==> src/source/packet_pkg.sv <==
/*
 * Shared packet stream definitions: the byte and metadata types, the
 * metadata width, default byte widths of the three stages and a helper
 * that sizes the empty-byte count for a given bus width.
 */

`default_nettype none

package packet_pkg;

    // One data byte on the stream, byte 0 is the leftmost on the bus
    typedef logic [7:0] byte_t;

    // Sideband metadata carried alongside every beat
    localparam int META_WID = 8;

    typedef logic [META_WID-1:0] meta_t;

    // Default byte widths of the input, buffered and output streams
    localparam int IN_BYTES  = 2;
    localparam int MID_BYTES = 8;
    localparam int OUT_BYTES = 4;

    // Width of the empty-byte count for a bus of the given byte width.
    // A one-byte bus still gets a single bit so that no vector is empty
    function automatic int mty_width(input int bytes);
        int wid;
        if (bytes > 1) begin
            wid = $clog2(bytes);
        end else begin
            wid = 1;
        end
        return wid;
    endfunction

endpackage : packet_pkg

`default_nettype wire

==> src/source/packet_intf.sv <==
/*
 * Valid/ready packet stream interface with data, end-of-packet flag,
 * empty-byte count, error flag and metadata, plus tx and rx modports.
 */

`default_nettype none

interface packet_intf
    import packet_pkg::*;
#(
    parameter int DATA_BYTES = MID_BYTES
) ();

    localparam int MTY_WID = mty_width(DATA_BYTES);

    // Handshake, a beat moves when both are high on a clock edge
    logic                       vld;
    logic                       rdy;

    // Payload in network byte order, byte 0 goes first
    byte_t [0:DATA_BYTES-1]     data;
    logic                       eop;
    // Number of unused bytes at the right end, only meaningful with eop
    logic [MTY_WID-1:0]         mty;
    logic                       err;
    meta_t                      meta;

    modport tx (
        output vld, data, eop, mty, err, meta,
        input  rdy
    );

    modport rx (
        input  vld, data, eop, mty, err, meta,
        output rdy
    );

endinterface : packet_intf

`default_nettype wire

==> src/source/packet_width_converter.sv <==
/*
 * Packet stream width converter. Packs narrow beats into wide words or
 * unpacks wide words into narrow beats, depending on the two bus widths.
 * Tracks start of packet and latches error and metadata sideband.
 */

`default_nettype none

module packet_width_converter
    import packet_pkg::*;
#(
    // Set to take metadata from the first beat of a packet only
    parameter bit LATCH_META_ON_SOP = 1'b1
) (
    input  logic    from_tx,
    input  logic    srst,
    packet_intf.rx  in_pkt,
    packet_intf.tx  out_pkt
);

    localparam int IN_W      = in_pkt.DATA_BYTES;
    localparam int OUT_W     = out_pkt.DATA_BYTES;
    localparam bit UPSIZE    = OUT_W > IN_W;
    localparam int RATIO     = UPSIZE ? OUT_W / IN_W : IN_W / OUT_W;
    localparam int MTY_IN_W  = mty_width(IN_W);
    localparam int MTY_OUT_W = mty_width(OUT_W);

    logic   in_acc;
    logic   out_acc;
    logic   sop;
    logic   err_q;
    meta_t  meta_q;

    assign in_acc  = in_pkt.vld && in_pkt.rdy;
    assign out_acc = out_pkt.vld && out_pkt.rdy;

    if (UPSIZE) begin : g_upsize

        // Number of narrow beats held in the wide word being built
        logic [$clog2(RATIO+1)-1:0]   pack_state;
        byte_t [0:RATIO-1][0:IN_W-1]  data_q;
        logic                         eop_q;
        logic [MTY_IN_W-1:0]          mty_q;

        // The word goes out once full, or early when the packet has ended
        assign out_pkt.vld = (pack_state == RATIO) || ((pack_state != '0) && eop_q);
        assign in_pkt.rdy  = out_pkt.rdy || !out_pkt.vld;

        always_ff @(posedge from_tx) begin
            if (srst) begin
                pack_state <= '0;
            end else if (out_acc) begin
                // A beat taken together with the old word starts the next one
                pack_state <= in_acc ? 1 : 0;
            end else if (in_acc) begin
                pack_state <= pack_state + 1'b1;
            end
        end

        // Fill slices from the left, so byte order is kept big-endian
        always_ff @(posedge from_tx) begin
            if (in_acc) begin
                if (out_acc) begin
                    data_q[0] <= in_pkt.data;
                end else begin
                    data_q[pack_state] <= in_pkt.data;
                end
                eop_q <= in_pkt.eop;
                mty_q <= in_pkt.mty;
            end
        end

        assign out_pkt.data = data_q;
        assign out_pkt.eop  = eop_q;

        // Empty bytes are the unfilled slices plus the gap in the last beat
        assign out_pkt.mty = eop_q ?
            MTY_OUT_W'(OUT_W - int'(pack_state) * IN_W + int'(mty_q)) : '0;

    end else begin : g_downsize

        // One bit per narrow slice still to be sent, slice 0 is next out
        logic [0:RATIO-1]              slice_vld;
        byte_t [0:RATIO-1][0:OUT_W-1]  data_q;
        logic                          eop_q;
        logic [MTY_IN_W-1:0]           mty_q;

        assign out_pkt.vld = slice_vld[0];

        // Accept a new wide word when idle or while the last slice leaves
        assign in_pkt.rdy = !slice_vld[0] || (!slice_vld[1] && out_pkt.rdy);

        always_ff @(posedge from_tx) begin
            if (srst) begin
                slice_vld <= '0;
            end else if (in_acc) begin
                // Only slices that hold at least one valid byte are sent
                for (int i = 0; i < RATIO; i++) begin
                    slice_vld[i] <= !in_pkt.eop || (int'(in_pkt.mty) < IN_W - i * OUT_W);
                end
            end else if (out_acc) begin
                slice_vld <= slice_vld << 1;
            end
        end

        always_ff @(posedge from_tx) begin
            if (in_acc) begin
                data_q <= in_pkt.data;
                eop_q  <= in_pkt.eop;
                mty_q  <= in_pkt.mty;
            end else if (out_acc) begin
                data_q <= data_q << (OUT_W * 8);
            end
        end

        assign out_pkt.data = data_q[0];
        assign out_pkt.eop  = eop_q && !slice_vld[1];
        assign out_pkt.mty  = MTY_OUT_W'(int'(mty_q) % OUT_W);

    end

    // Next accepted beat starts a packet after reset and after every eop
    always_ff @(posedge from_tx) begin
        if (srst) begin
            sop <= 1'b1;
        end else if (in_acc) begin
            sop <= in_pkt.eop;
        end
    end

    // Error follows every beat so the eop word carries the eop beat's flag
    always_ff @(posedge from_tx) begin
        if (in_acc) begin
            err_q <= in_pkt.err;
            if (!LATCH_META_ON_SOP || sop) begin
                meta_q <= in_pkt.meta;
            end
        end
    end

    assign out_pkt.err  = err_q;
    assign out_pkt.meta = meta_q;

endmodule : packet_width_converter

`default_nettype wire

==> src/source/packet_fifo.sv <==
/*
 * Packet word FIFO with valid/ready on both sides. Entries sit in a
 * circular memory and the oldest one is shown from an output register.
 */

`default_nettype none

module packet_fifo
    import packet_pkg::*;
#(
    // Capacity in words, a power of two of at least 2
    parameter int DEPTH = 4
) (
    input  logic    from_tx,
    input  logic    srst,
    packet_intf.rx  in_pkt,
    packet_intf.tx  out_pkt
);

    localparam int WORD_BYTES = in_pkt.DATA_BYTES;
    localparam int MTY_W      = mty_width(WORD_BYTES);
    localparam int ENTRY_W    = WORD_BYTES * 8 + 1 + MTY_W + 1 + META_WID;
    localparam int PTR_W      = $clog2(DEPTH);
    localparam int CNT_W      = $clog2(DEPTH + 1);

    logic [ENTRY_W-1:0]  mem [DEPTH];
    logic [ENTRY_W-1:0]  in_word;
    logic [ENTRY_W-1:0]  head;
    logic                head_vld;
    logic [PTR_W-1:0]    wr_ptr;
    logic [PTR_W-1:0]    rd_ptr;

    // Words held in total, the one in the head register included
    logic [CNT_W-1:0]    count;
    logic [CNT_W-1:0]    mem_cnt;

    logic                wr;
    logic                rd;
    logic                head_load;
    logic                bypass;

    assign in_word = {in_pkt.data, in_pkt.eop, in_pkt.mty, in_pkt.err, in_pkt.meta};

    assign wr = in_pkt.vld && in_pkt.rdy;
    assign rd = out_pkt.vld && out_pkt.rdy;

    assign mem_cnt   = count - CNT_W'(head_vld);
    assign head_load = !head_vld || rd;

    // With the memory empty, a new word goes straight into the head register
    assign bypass = head_load && (mem_cnt == '0);

    assign in_pkt.rdy = (count != CNT_W'(DEPTH));

    always_ff @(posedge from_tx) begin
        if (srst) begin
            wr_ptr   <= '0;
            rd_ptr   <= '0;
            count    <= '0;
            head_vld <= 1'b0;
        end else begin
            count <= count + CNT_W'(wr) - CNT_W'(rd);
            if (wr && !bypass) begin
                wr_ptr <= wr_ptr + 1'b1;
            end
            if (head_load) begin
                if (mem_cnt != '0) begin
                    rd_ptr   <= rd_ptr + 1'b1;
                    head_vld <= 1'b1;
                end else begin
                    head_vld <= wr;
                end
            end
        end
    end

    always_ff @(posedge from_tx) begin
        if (wr && !bypass) begin
            mem[wr_ptr] <= in_word;
        end
    end

    // Refill the head from the oldest stored word, or from the input
    always_ff @(posedge from_tx) begin
        if (head_load) begin
            if (mem_cnt != '0) begin
                head <= mem[rd_ptr];
            end else if (wr) begin
                head <= in_word;
            end
        end
    end

    assign out_pkt.vld = head_vld;
    assign {out_pkt.data, out_pkt.eop, out_pkt.mty, out_pkt.err, out_pkt.meta} = head;

endmodule : packet_fifo

`default_nettype wire

==> src/source/packet_regauge.sv <==
/*
 * Packet regauging path top level: upsizer, packet FIFO and downsizer
 * joined by stream interfaces, with plain stream ports on both ends.
 */

`default_nettype none

module packet_regauge
    import packet_pkg::*;
#(
    parameter int IN_BYTES          = packet_pkg::IN_BYTES,
    parameter int MID_BYTES         = packet_pkg::MID_BYTES,
    parameter int OUT_BYTES         = packet_pkg::OUT_BYTES,
    parameter int FIFO_DEPTH        = 4,
    parameter bit LATCH_META_ON_SOP = 1'b1
) (
    input  logic                              from_tx,
    input  logic                              srst,

    input  logic                              in_vld,
    output logic                              in_rdy,
    input  logic [IN_BYTES*8-1:0]             in_data,
    input  logic                              in_eop,
    input  logic [mty_width(IN_BYTES)-1:0]    in_mty,
    input  logic                              in_err,
    input  logic [META_WID-1:0]               in_meta,

    output logic                              out_vld,
    input  logic                              out_rdy,
    output logic [OUT_BYTES*8-1:0]            out_data,
    output logic                              out_eop,
    output logic [mty_width(OUT_BYTES)-1:0]   out_mty,
    output logic                              out_err,
    output logic [META_WID-1:0]               out_meta
);

    packet_intf #(.DATA_BYTES(IN_BYTES))  in_if   ();
    packet_intf #(.DATA_BYTES(MID_BYTES)) wide_up ();
    packet_intf #(.DATA_BYTES(MID_BYTES)) wide_dn ();
    packet_intf #(.DATA_BYTES(OUT_BYTES)) out_if  ();

    // Input stream onto its interface
    assign in_if.vld  = in_vld;
    assign in_rdy     = in_if.rdy;
    assign in_if.data = in_data;
    assign in_if.eop  = in_eop;
    assign in_if.mty  = in_mty;
    assign in_if.err  = in_err;
    assign in_if.meta = in_meta;

    packet_width_converter #(
        .LATCH_META_ON_SOP (LATCH_META_ON_SOP)
    ) up0 (
        .from_tx (from_tx),
        .srst    (srst),
        .in_pkt  (in_if),
        .out_pkt (wide_up)
    );

    packet_fifo #(
        .DEPTH (FIFO_DEPTH)
    ) fifo0 (
        .from_tx (from_tx),
        .srst    (srst),
        .in_pkt  (wide_up),
        .out_pkt (wide_dn)
    );

    packet_width_converter #(
        .LATCH_META_ON_SOP (LATCH_META_ON_SOP)
    ) dn0 (
        .from_tx (from_tx),
        .srst    (srst),
        .in_pkt  (wide_dn),
        .out_pkt (out_if)
    );

    // Output stream off its interface
    assign out_vld    = out_if.vld;
    assign out_if.rdy = out_rdy;
    assign out_data   = out_if.data;
    assign out_eop    = out_if.eop;
    assign out_mty    = out_if.mty;
    assign out_err    = out_if.err;
    assign out_meta   = out_if.meta;

endmodule : packet_regauge

`default_nettype wire

==> config.mk <==
export PLATFORM = sky130hd
export DESIGN_NAME = packet_regauge
export DESIGN_NICKNAME = d
export VERILOG_FILES = /design/src/source/packet_pkg.sv /design/src/source/packet_intf.sv /design/src/source/packet_width_converter.sv /design/src/source/packet_fifo.sv /design/src/source/packet_regauge.sv
export SDC_FILE = /design/constraint.sdc
export NUM_CORES = 1
export LEC_CHECK = 0
export ABC_CLOCK_PERIOD_IN_PS = 5720
export BUFFER_PORTS_ARGS = -buffer_cell sky130_fd_sc_hd__buf_2
export CORE_AREA = 10 10 206 208
export DETAILED_ROUTE_END_ITERATION = 8
export DIE_AREA = 0 0 216 218
export PLACE_DENSITY = 0.75
export SYNTH_ARGS = -nofsm -noshare
export SYNTH_HDL_FRONTEND = slang
export SYNTH_SLANG_ARGS = --single-unit
==> constraint.sdc <==
create_clock -name from_tx -period 5.72 [get_ports from_tx]
set_input_delay 0.572 -clock from_tx [delete_from_list [all_inputs] [get_ports from_tx]]
set_output_delay 0.572 -clock from_tx [all_outputs]
set_load 0.01 [all_outputs]
==> results of run 1 <==
area by class of cell:
class	instances	area share [%]
antenna	1	0.0107
clock buffer	69	6.19
clock inverter	28	1.48
inverter	13	0.209
multi-input combinational	469	16.9
sequential	553	70.3
tap	518	2.77
timing repair buffer	93	2.17
sequential cells by signal (all words and copies together), names as in the netlist, 2 cells and up, named ones only:
| signal | count |
|---|---|
| dn0.g_downsize.mty_q | 2 |
| fifo0.mem | 308 |
| fifo0.wr_ptr | 2 |
| dn0.g_downsize.data_q | 32 |
| fifo0.count | 3 |
| up0.g_upsize.pack_state | 3 |
| dn0.out_pkt.meta | 8 |
| dn0.g_downsize.slice_vld | 2 |
| up0.out_pkt.data | 64 |
| up0.out_pkt.meta | 8 |
| fifo0.rd_ptr | 2 |
| fifo0.head | 77 |
| dn0.out_pkt.data | 32 |
cells in the final DEF (no fill, tap or decap), drive strengths merged, types with 12 or more instances in the layout:
| cell type | instances |
|---|---|
| edfxtp | 536 |
| nand2 | 226 |
| buf | 93 |
| mux4 | 77 |
| clkbuf | 69 |
| and2 | 57 |
| mux2 | 37 |
| dfxtp | 17 |
| clkinv | 17 |
| inv | 15 |
| nor2 | 13 |
| ha | 12 |
worst max-delay path: stages (launching register included):
cell and delay (ns):
dfxtp_1 0.40, inv_1 0.09, ha_1 0.25, mux2i_2 0.23, nand2b_2 0.31, a21oi_2 0.29
and2_4 0.90, buf_4 0.36
worst max-delay path by stage:
stage                     slack [ns]                  startpoint               end
final                           2.52  up0.g_upsize.pack_state[0]  fifo0.mem[0][51]
after global routing            2.30  up0.g_upsize.pack_state[0]  fifo0.mem[1][28]
after CTS                       2.49  up0.g_upsize.pack_state[0]  fifo0.mem[1][28]
after detailed placement        2.50  up0.g_upsize.pack_state[0]  fifo0.mem[0][35]
after global placement          2.59              fifo0.count[0]    fifo0.head[11]
after floorplan                 0.41  up0.g_upsize.pack_state[0]     fifo0.head[0]
metrics by stage:
| stage | hold slack (ns) | instance area (um^2) | total power [mW] | instances |
|---|---|---|---|---|
| final | 0.182 | 23400 | 12.9 | 1744 |
| after detailed placement | 0.405 | 21600 | 9.43 | 1646 |
| after floorplan | 0.400 | 20900 | 8.61 | 1112 |
| after CTS | 0.158 | 23400 | 13.0 | 1743 |
| after global routing | 0.165 | 23400 | 13.5 | 1743 |
| after global placement | 0.414 | 21600 | 9.36 | 1646 |
logic make-up (layout without fill, tap and decap cells):
family	after synthesis	after routing
XOR/XNOR	6	6
adder cells (fa/ha/maj)	13	13
AND/OR/NAND/NOR	318	318
buffers and inverters	90	203
AO/OA/AOI/OAI	16	16
flip-flops	553	553
other	0	1
multiplexers	116	116
metal layers:
metal	routed length, um	track usage (%)	vias up
met4	730	4.38	0
met3	1970	2.69	55
met2	19600	27.7	279
li1	-	-	4307
met1	15900	21.3	4937
met5	0	0	-
power groups by stage:
stage | logic (mW) | registers [mW] | clock network [mW]
global route | 3.61 | 6.14 | 3.77
global placement | 3.25 | 6.11 | 0
detailed placement | 3.30 | 6.14 | 0
finish | 3.25 | 6.05 | 3.56
CTS | 3.34 | 6.07 | 3.62
floorplan | 2.57 | 6.05 | 0
==> results.cfg, run 1 <==
[cts]
path_clk_slew_ns = 0.07
h-tree-depth = 2
clkSinkCount = 553
cts_buffer_depth = 3
cts-root-buf = clkbuf_16
cts_resized = 0
postCtsSetupBuffers = 0
clk_latency_ns = 0.57
cts_buffers = 54
tritoncts = built
ctsHoldBuffers = 0

[power]
combinationalPowerShare_pct = 25.3
p_per_area_nw_per_um2 = 550
peakVddDrop_uv = 446
power.internal_mw = 9.10
seqPwrFrac_pct = 47.0
switching_share_pct = 29.3
clkPwrFrac_pct = 27.7
switchingPower_mw = 3.77
p_leak_nw = 8.12

[layout]
fin_util_pct = 61.1
num-fill-cells = 2652
final_nets = 1228
final_layout_size_suffix_gt1_share_pct = 23.8
seq_area_um2 = 16400
multi_input_area_um2 = 3950
areaGrowthSynthToFinish_pct = 11.9

[yosys]
synth_xor_xnor_area_share_pct = 0.251
synth.distinct_cells = 40
netlist_instances = 1112
yosys.area_share.simple_pct = 6.69
syn_nets = 1156
syn-cell-area_um2 = 20900
synthMuxAreaShare_pct = 10.4
synth_seq_cells = 553
ys_warn_count = 0
synthTopCellsByArea = edfxtp_1 77%, mux4_2 8.3%, nand2_1 4.1%, and2_1 1.7%, dfxtp_1 1.6%
synth_top_cell_area_share_pct = 77.0
synthAdderAreaFrac_pct = 0.814
synth-main-ff-cell = edfxtp_1
synth_enable_flop_cells = 536
synth_compound_area_share_pct = 0.527
synth_top_area_cell = edfxtp_1
synthTopCellsByCount = 536 x edfxtp_1, 226 x nand2_1, 77 x mux4_2, 57 x and2_1, 36 x buf_4
yosysMostFrequentCell = edfxtp_1
synth_top_family_by_area = multiplexers
postSynthAreaPerCell_um2 = 18.8
ys_seq_area_share_pct = 78.6
async_reset_ff_share_pct = 0

[drt]
drt_first_pass_iters = 5
drt_iter0_markers = 807
via_per_inst = 5.49
drtAntennaViolNets = 0
wirelength_mm = 38.2
wl_per_cell_um = 21.9
remaining_drc_errors = 0
num_vias = 9578

[setup_path]
cp_max_fo = 67
cp-end-kind = flop
reg2regPathDepth = 7
arrival_ns = 3.46
critical_path_class = flop to flop
start_kind = flop
r2r-end = fifo0.mem[0][51]
crit_required_ns = 5.98
worstReg2RegStart = up0.g_upsize.pack_state[0]
r2r_slack_ns = 2.52

[sta]
rsz0062_at_grt = no
slew_viol_final = 0
clock_skew_ns = 0.0148
final.setup.tns_ns = 0
hold_viol_final = 0
finalSetupViolCount = 0
timing.fmax_mhz = 312
min_period_ns = 3.20
tightest_slew_ns = 1.11
max-slew-margin-rel_pct = 26.0
period_share_pct = 56.0
setup_ws_ns = 2.52

[min_path]
min_from = in_err
whs_endpoint = up0.out_pkt.err
worstHoldPathType = primary input to flop
hold_depth = 1

[global_route]
grt_pass1_wl_mm = 59.2
first_global_vias = 10000
antenna_found_initial = 0
track_usage_pct = 16.2
grt_overflow_total = 0
grt_max_degree = 77

[floorplan]
die_h_um = 218
num_io_pins = 77
initial_core_util_pct = 54.6
dieArea_um2 = 47100
core_um2 = 38300
fp-row-count = 72
die_w_um = 216

[placement]
io_buffers = 76
dp_hpwl_mm = 20.4
post-place-ws_ns = 2.50
gp_congestion = 0.736

[flow_run]
drv_cap = 0

[run_status]
status = finished, final reports clean
Power figures use the tool's default switching activity.
==> inputs of run 2 (changes only) <==
--- a/config.mk
+++ b/config.mk
@@ -5,12 +5,12 @@
 export SDC_FILE = /design/constraint.sdc
 export NUM_CORES = 1
 export LEC_CHECK = 0
-export ABC_CLOCK_PERIOD_IN_PS = 5720
+export ABC_CLOCK_PERIOD_IN_PS = 3100
 export BUFFER_PORTS_ARGS = -buffer_cell sky130_fd_sc_hd__buf_2
 export CORE_AREA = 10 10 206 208
 export DETAILED_ROUTE_END_ITERATION = 8
 export DIE_AREA = 0 0 216 218
-export PLACE_DENSITY = 0.75
+export PLACE_DENSITY = 0.72
 export SYNTH_ARGS = -nofsm -noshare
 export SYNTH_HDL_FRONTEND = slang
 export SYNTH_SLANG_ARGS = --single-unit
==> constraint.sdc (replaced) <==
create_clock -name from_tx -period 3.1 [get_ports from_tx]
set_input_delay 0.31 -clock from_tx [delete_from_list [all_inputs] [get_ports from_tx]]
set_output_delay 0.31 -clock from_tx [all_outputs]
set_load 0.01 [all_outputs]
==> run 2 against run 1 <==
Against the previous run: global-route usage is 0.29 points higher; core utilization is 0.51 points higher; via count up 0.46%; register-to-register slack worse by 2.0 ns; worst hold slack worse by 0.16 ns; largest power group unchanged; highest routed layer is now met5; sequential share of layout area shrank 0.58 points; largest cell class unchanged.
==> results.cfg, run 2 (synthesis results as in run 1) <==
[global_route]
grt_max_degree = 78
first_global_vias = 10200
track_usage_pct = 16.5
grt_pass1_wl_mm = 59.8
grt_overflow_total = 0
antenna_found_initial = 1

[drt]
wirelength_mm = 38.2
via_per_inst = 5.46
num_vias = 9622
remaining_drc_errors = 0
drt_iter0_markers = 692
drt_first_pass_iters = 5
drtAntennaViolNets = 0
wl_per_cell_um = 21.6

[cts]
path_clk_slew_ns = 0.06
tritoncts = built
cts_buffer_depth = 3
clk_latency_ns = 0.57
cts-root-buf = clkbuf_16
cts_resized = 0
clkSinkCount = 553
cts_buffers = 52
h-tree-depth = 2

[setup_path]
r2r_slack_ns = 0.49
r2r-end = fifo0.mem[3][48]
worstReg2RegStart = up0.g_upsize.pack_state[0]
reg2regPathDepth = 7
cp_max_fo = 77
cp-end-kind = flop
critical_path_class = flop to flop
start_kind = flop
arrival_ns = 2.81
crit_required_ns = 3.30

[layout]
final_layout_size_suffix_gt1_share_pct = 23.4
num-fill-cells = 2619
seq_area_um2 = 16400
antenna_cells = 0
final_nets = 1252
largest_reg_flops = 308
multi_input_area_um2 = 3950
areaGrowthSynthToFinish_pct = 12.9
top_register = fifo0.mem
mostFrequentLayoutCells = 536 x edfxtp_1, 226 x nand2_1, 77 x mux4_2
finalNonFillerCells = 1763
layout_commonest_cell = edfxtp_1

[floorplan]
die_h_um = 218
fp-row-count = 72
die_w_um = 216
dieArea_um2 = 47100
core_um2 = 38300
initial_core_util_pct = 54.6
num_io_pins = 77

[sta]
finalSetupViolCount = 0
min_period_ns = 2.61
max-slew-margin-rel_pct = 29.2
slew_viol_final = 0
final.setup.tns_ns = 0
clock_skew_ns = 0.0221
tightest_slew_ns = 1.06
period_share_pct = 84.2
rsz0062_at_grt = no
hold_viol_final = 0
timing.fmax_mhz = 383

[placement]
gp_congestion = 0.774
io_buffers = 76
place_inst = 1650
dp_hpwl_mm = 20.6

[run_status]
status = finished, final reports clean

[min_path]
worstHoldPathType = primary input to flop
min_from = in_data[1]
hold_depth = 1
whs_endpoint = up0.out_pkt.data[17]

[power]
p_leak_nw = 8.18
peakVddDrop_uv = 834
p_per_area_nw_per_um2 = 994

[flow_run]
drv_cap = 0
run 2: cell count changes in the layout (fill, tap and decap cells not counted), sizes merged:
cell	delta
dlygate4sd3	+22
clkinv	+1
buf	+4
clkbuf	-6
diode	-1
inv	-1
bufinv	-3
clkinvlp	+3
run 2: worst max-delay path by stage:
stage                               startpoint  slack [ns]  cells after the start               end
finish              up0.g_upsize.pack_state[0]        0.49                      7  fifo0.mem[3][48]
global route        up0.g_upsize.pack_state[0]        0.38                      7  fifo0.mem[3][64]
CTS                 up0.g_upsize.pack_state[0]        0.50                      7  fifo0.mem[1][64]
detailed placement  up0.g_upsize.pack_state[0]        0.53                      7  fifo0.mem[1][64]
global placement    up0.g_upsize.pack_state[0]        0.59                      7  fifo0.mem[1][64]
floorplan           up0.g_upsize.pack_state[0]        0.23                      5     fifo0.head[0]
run 2: power by group:
part | switching, mW | internal [mW] | leakage, nW
clock network | 2.54 | 3.56 | 0.794
registers | 0.648 | 10.6 | 5.16
logic | 3.74 | 2.40 | 2.22
total | 6.93 | 16.5 | 8.18
run 2: layout make-up:
| type | instances | area share, % |
|---|---|---|
| clock buffers | 63 | 5.82 |
| inverters | 13 | 0.207 |
| multi-input cells | 469 | 16.8 |
| repair buffers | 119 | 3.64 |
| well taps | 518 | 2.75 |
| flip-flops and latches | 553 | 69.7 |
| clock inverters | 28 | 1.15 |
run 2: timing repair:
item                      in CTS  in global routing
hold endpoints to repair      44                  0
hold buffers                  22                  0
buffers inserted               0                  0
run 2: through the flow:
stage | worst slack, ns | power [mW] | utilization (%) | instance area [um^2] | hold slack (ns)
floorplan | 0.235 | 15.8 | - | 20900 | 0.400
global placement | 0.589 | 17.5 | 56.8 | 21700 | 0.434
detailed placement | 0.532 | 17.6 | 56.8 | 21700 | 0.406
CTS | 0.503 | 23.8 | 61.6 | 23600 | 0.00500
global route | 0.379 | 24.7 | 61.6 | 23600 | 0.0162
finish | 0.490 | 23.5 | 61.6 | 23600 | 0.0231
run 2: per-layer routing:
layer  global-route usage (%)  up-vias  wire (um)
li1                         -     4344          -
met1                     22.2     4894      15900
met2                     27.6      326      19200
met3                     2.64       56       2250
met4                     4.89        2        770
met5                        0        -         10
run 2: critical path: stages, from the launching register on:
cell      delay [ns]
dfxtp_1         0.39
inv_1           0.09
ha_1            0.25
mux2i_2         0.22
nand2b_2        0.29
a21oi_2         0.30
and2_4          0.21
buf_12          0.38
==> inputs of run 3 (changes only) <==
--- a/config.mk
+++ b/config.mk
@@ -5,12 +5,12 @@
 export SDC_FILE = /design/constraint.sdc
 export NUM_CORES = 1
 export LEC_CHECK = 0
-export ABC_CLOCK_PERIOD_IN_PS = 3100
+export ABC_CLOCK_PERIOD_IN_PS = 2200
 export BUFFER_PORTS_ARGS = -buffer_cell sky130_fd_sc_hd__buf_2
 export CORE_AREA = 10 10 206 208
 export DETAILED_ROUTE_END_ITERATION = 8
 export DIE_AREA = 0 0 216 218
-export PLACE_DENSITY = 0.72
+export PLACE_DENSITY = 0.75
 export SYNTH_ARGS = -nofsm -noshare
 export SYNTH_HDL_FRONTEND = slang
 export SYNTH_SLANG_ARGS = --single-unit
==> constraint.sdc (replaced) <==
create_clock -name from_tx -period 2.2 [get_ports from_tx]
set_input_delay 0.22 -clock from_tx [delete_from_list [all_inputs] [get_ports from_tx]]
set_output_delay 0.22 -clock from_tx [all_outputs]
set_load 0.01 [all_outputs]
==> run 3 against run 2 <==
Against the previous run: clock skew increased by 0.0035 ns; register-to-register slack got worse by 0.34 ns; clock-buffer cell count increased by 6; wire length increased by 3.4%; worst setup slack got worse by 0.38 ns; non-clock buffer count increased by 31; critical path depth decreased by 1; power increased by 46%; via count increased by 1.0%; first-iteration DRC count increased by 1.7%; largest power group unchanged.
==> results.cfg, run 3 (synthesis results as in run 1) <==
[run_status]
status = finished, final reports clean

[drt]
remaining_drc_errors = 0
met3_length_mm = 2.17
top_layer = met5
drt_iter0_markers = 704
wl_met1_mm = 16.4
num_vias = 9720
drt_first_pass_iters = 6
drtAntennaViolNets = 0
via_per_inst = 5.40
wl_per_cell_um = 21.9
dr_wl_met2_mm = 20.1
wirelength_mm = 39.5

[sta]
hold_viol_final = 0
clock_skew_ns = 0.0256
finalSetupViolCount = 0
slew_viol_final = 0
setup_ws_ns = 0.110
tightest_slew_ns = 0.687
rsz0062_at_grt = no
period_share_pct = 95.0
timing.fmax_mhz = 479
max-slew-margin-rel_pct = 54.1
min_period_ns = 2.09
final.setup.tns_ns = 0

[global_route]
track_usage_pct = 17.0
antenna_found_initial = 1
grt_max_degree = 73
grt_overflow_total = 0
first_global_vias = 10400
grt_pass1_wl_mm = 61.4

[floorplan]
num_io_pins = 77
core_um2 = 38300
dieArea_um2 = 47100
die_h_um = 218
die_w_um = 216
initial_core_util_pct = 54.6
fp-row-count = 72

[placement]
io_buffers = 76
gp_congestion = 0.766
dpl-instance-area_um2 = 22100
post-place-ws_ns = 0.0917
dp_hpwl_mm = 22.1

[setup_path]
r2r_slack_ns = 0.15
worstReg2RegStart = fifo0.count[2]
reg2regPathDepth = 7
critical_path_class = flop to output port
r2r-end = fifo0.count[2]
crit_required_ns = 1.98
start_kind = flop
cp-end-kind = output port
arrival_ns = 1.87
cp_max_fo = 6

[layout]
antenna_cells = 0
mostFrequentLayoutCells = 536 x edfxtp_1, 226 x nand2_1, 77 x mux4_2
areaGrowthSynthToFinish_pct = 15.6
layout_commonest_cell = edfxtp_1
top_register = fifo0.mem
fin_area_um2 = 24200
final_nets = 1285
final_layout_size_suffix_gt1_share_pct = 25.6
largest_reg_flops = 308

[min_path]
worstHoldPathType = primary input to flop
whs_endpoint = dn0.g_downsize.slice_vld[0]
hold_depth = 4
min_from = out_rdy

[cts]
h-tree-depth = 2
clkSinkCount = 553
cts_buffer_depth = 3
cts-root-buf = clkbuf_16
cts_buffers = 54
clk_latency_ns = 0.60
tritoncts = built
path_clk_slew_ns = 0.06

[power]
p_total_mw = 34.1
p_leak_nw = 8.46
p_per_area_nw_per_um2 = 1410
peakVddDrop_uv = 1020

[flow_run]
drv_cap = 0
==> run 3: report_power, final <==
group          leakage, nW  switching [mW]  internal, mW
Clock                0.844            3.73          5.17
Sequential            5.16           0.816          14.9
Combinational         2.45            5.56          3.99
Total                 8.46            10.1          24.0
==> run 3: worst max path at each step <==
stage / startpoint / slack [ns] / endpoint
floorplan: up0.g_upsize.pack_state[0] / -0.53 / fifo0.head[0]
global placement: up0.g_upsize.pack_state[0] / 0.13 / fifo0.mem[1][38]
detailed placement: up0.g_upsize.pack_state[0] / 0.09 / fifo0.mem[1][54]
CTS: fifo0.count[0] / 0.02 / fifo0.head[25]
global route: up0.g_upsize.pack_state[0] / 0.009 / in_rdy
finish: up0.g_upsize.pack_state[0] / 0.11 / in_rdy
==> run 3: metal layers <==
layer,vias to the layer above,global-route usage (%)
met5,-,0
met4,2,5.20
met3,57,3.70
met2,292,28.7
met1,4947,22.0
li1,4422,-
==> run 3: worst max-delay path, stage by stage (launching register included) <==
cell      delay (ns)
dfxtp_2         0.37
inv_2           0.07
ha_4            0.17
mux2i_4         0.18
buf_4           0.17
nand2b_1        0.15
buf_2           0.17
==> run 3: layout make-up <==
class / instances / area, um^2
Clock buffer: 69 / 1430
Clock inverter: 29 / 287
Fill cell: 2571 / 14100
Inverter: 13 / 48.8
Multi-Input combinational cell: 469 / 4000
Sequential cell: 553 / 16400
Tap cell: 518 / 648
Timing Repair Buffer: 150 / 1320
==> run 3: stage by stage <==
step / cells / utilization (%) / hold WS [ns]
2_1_floorplan: 1112 / - / 0.319
3_3_place_gp: 1673 / 57.8 / 0.396
3_5_place_dp: 1673 / 57.8 / 0.398
4_1_cts: 1800 / 63.1 / 0.0946
5_1_grt: 1801 / 63.1 / 0.151
6_report: 1801 / 63.1 / 0.121
==> run 3: timing repair <==
item | CTS | global route
hold buffers | 29 | 0
setup endpoints to repair | 0 | 326
resized for setup | 0 | 1
hold endpoints to repair | 81 | 0
setup buffers | 0 | 1
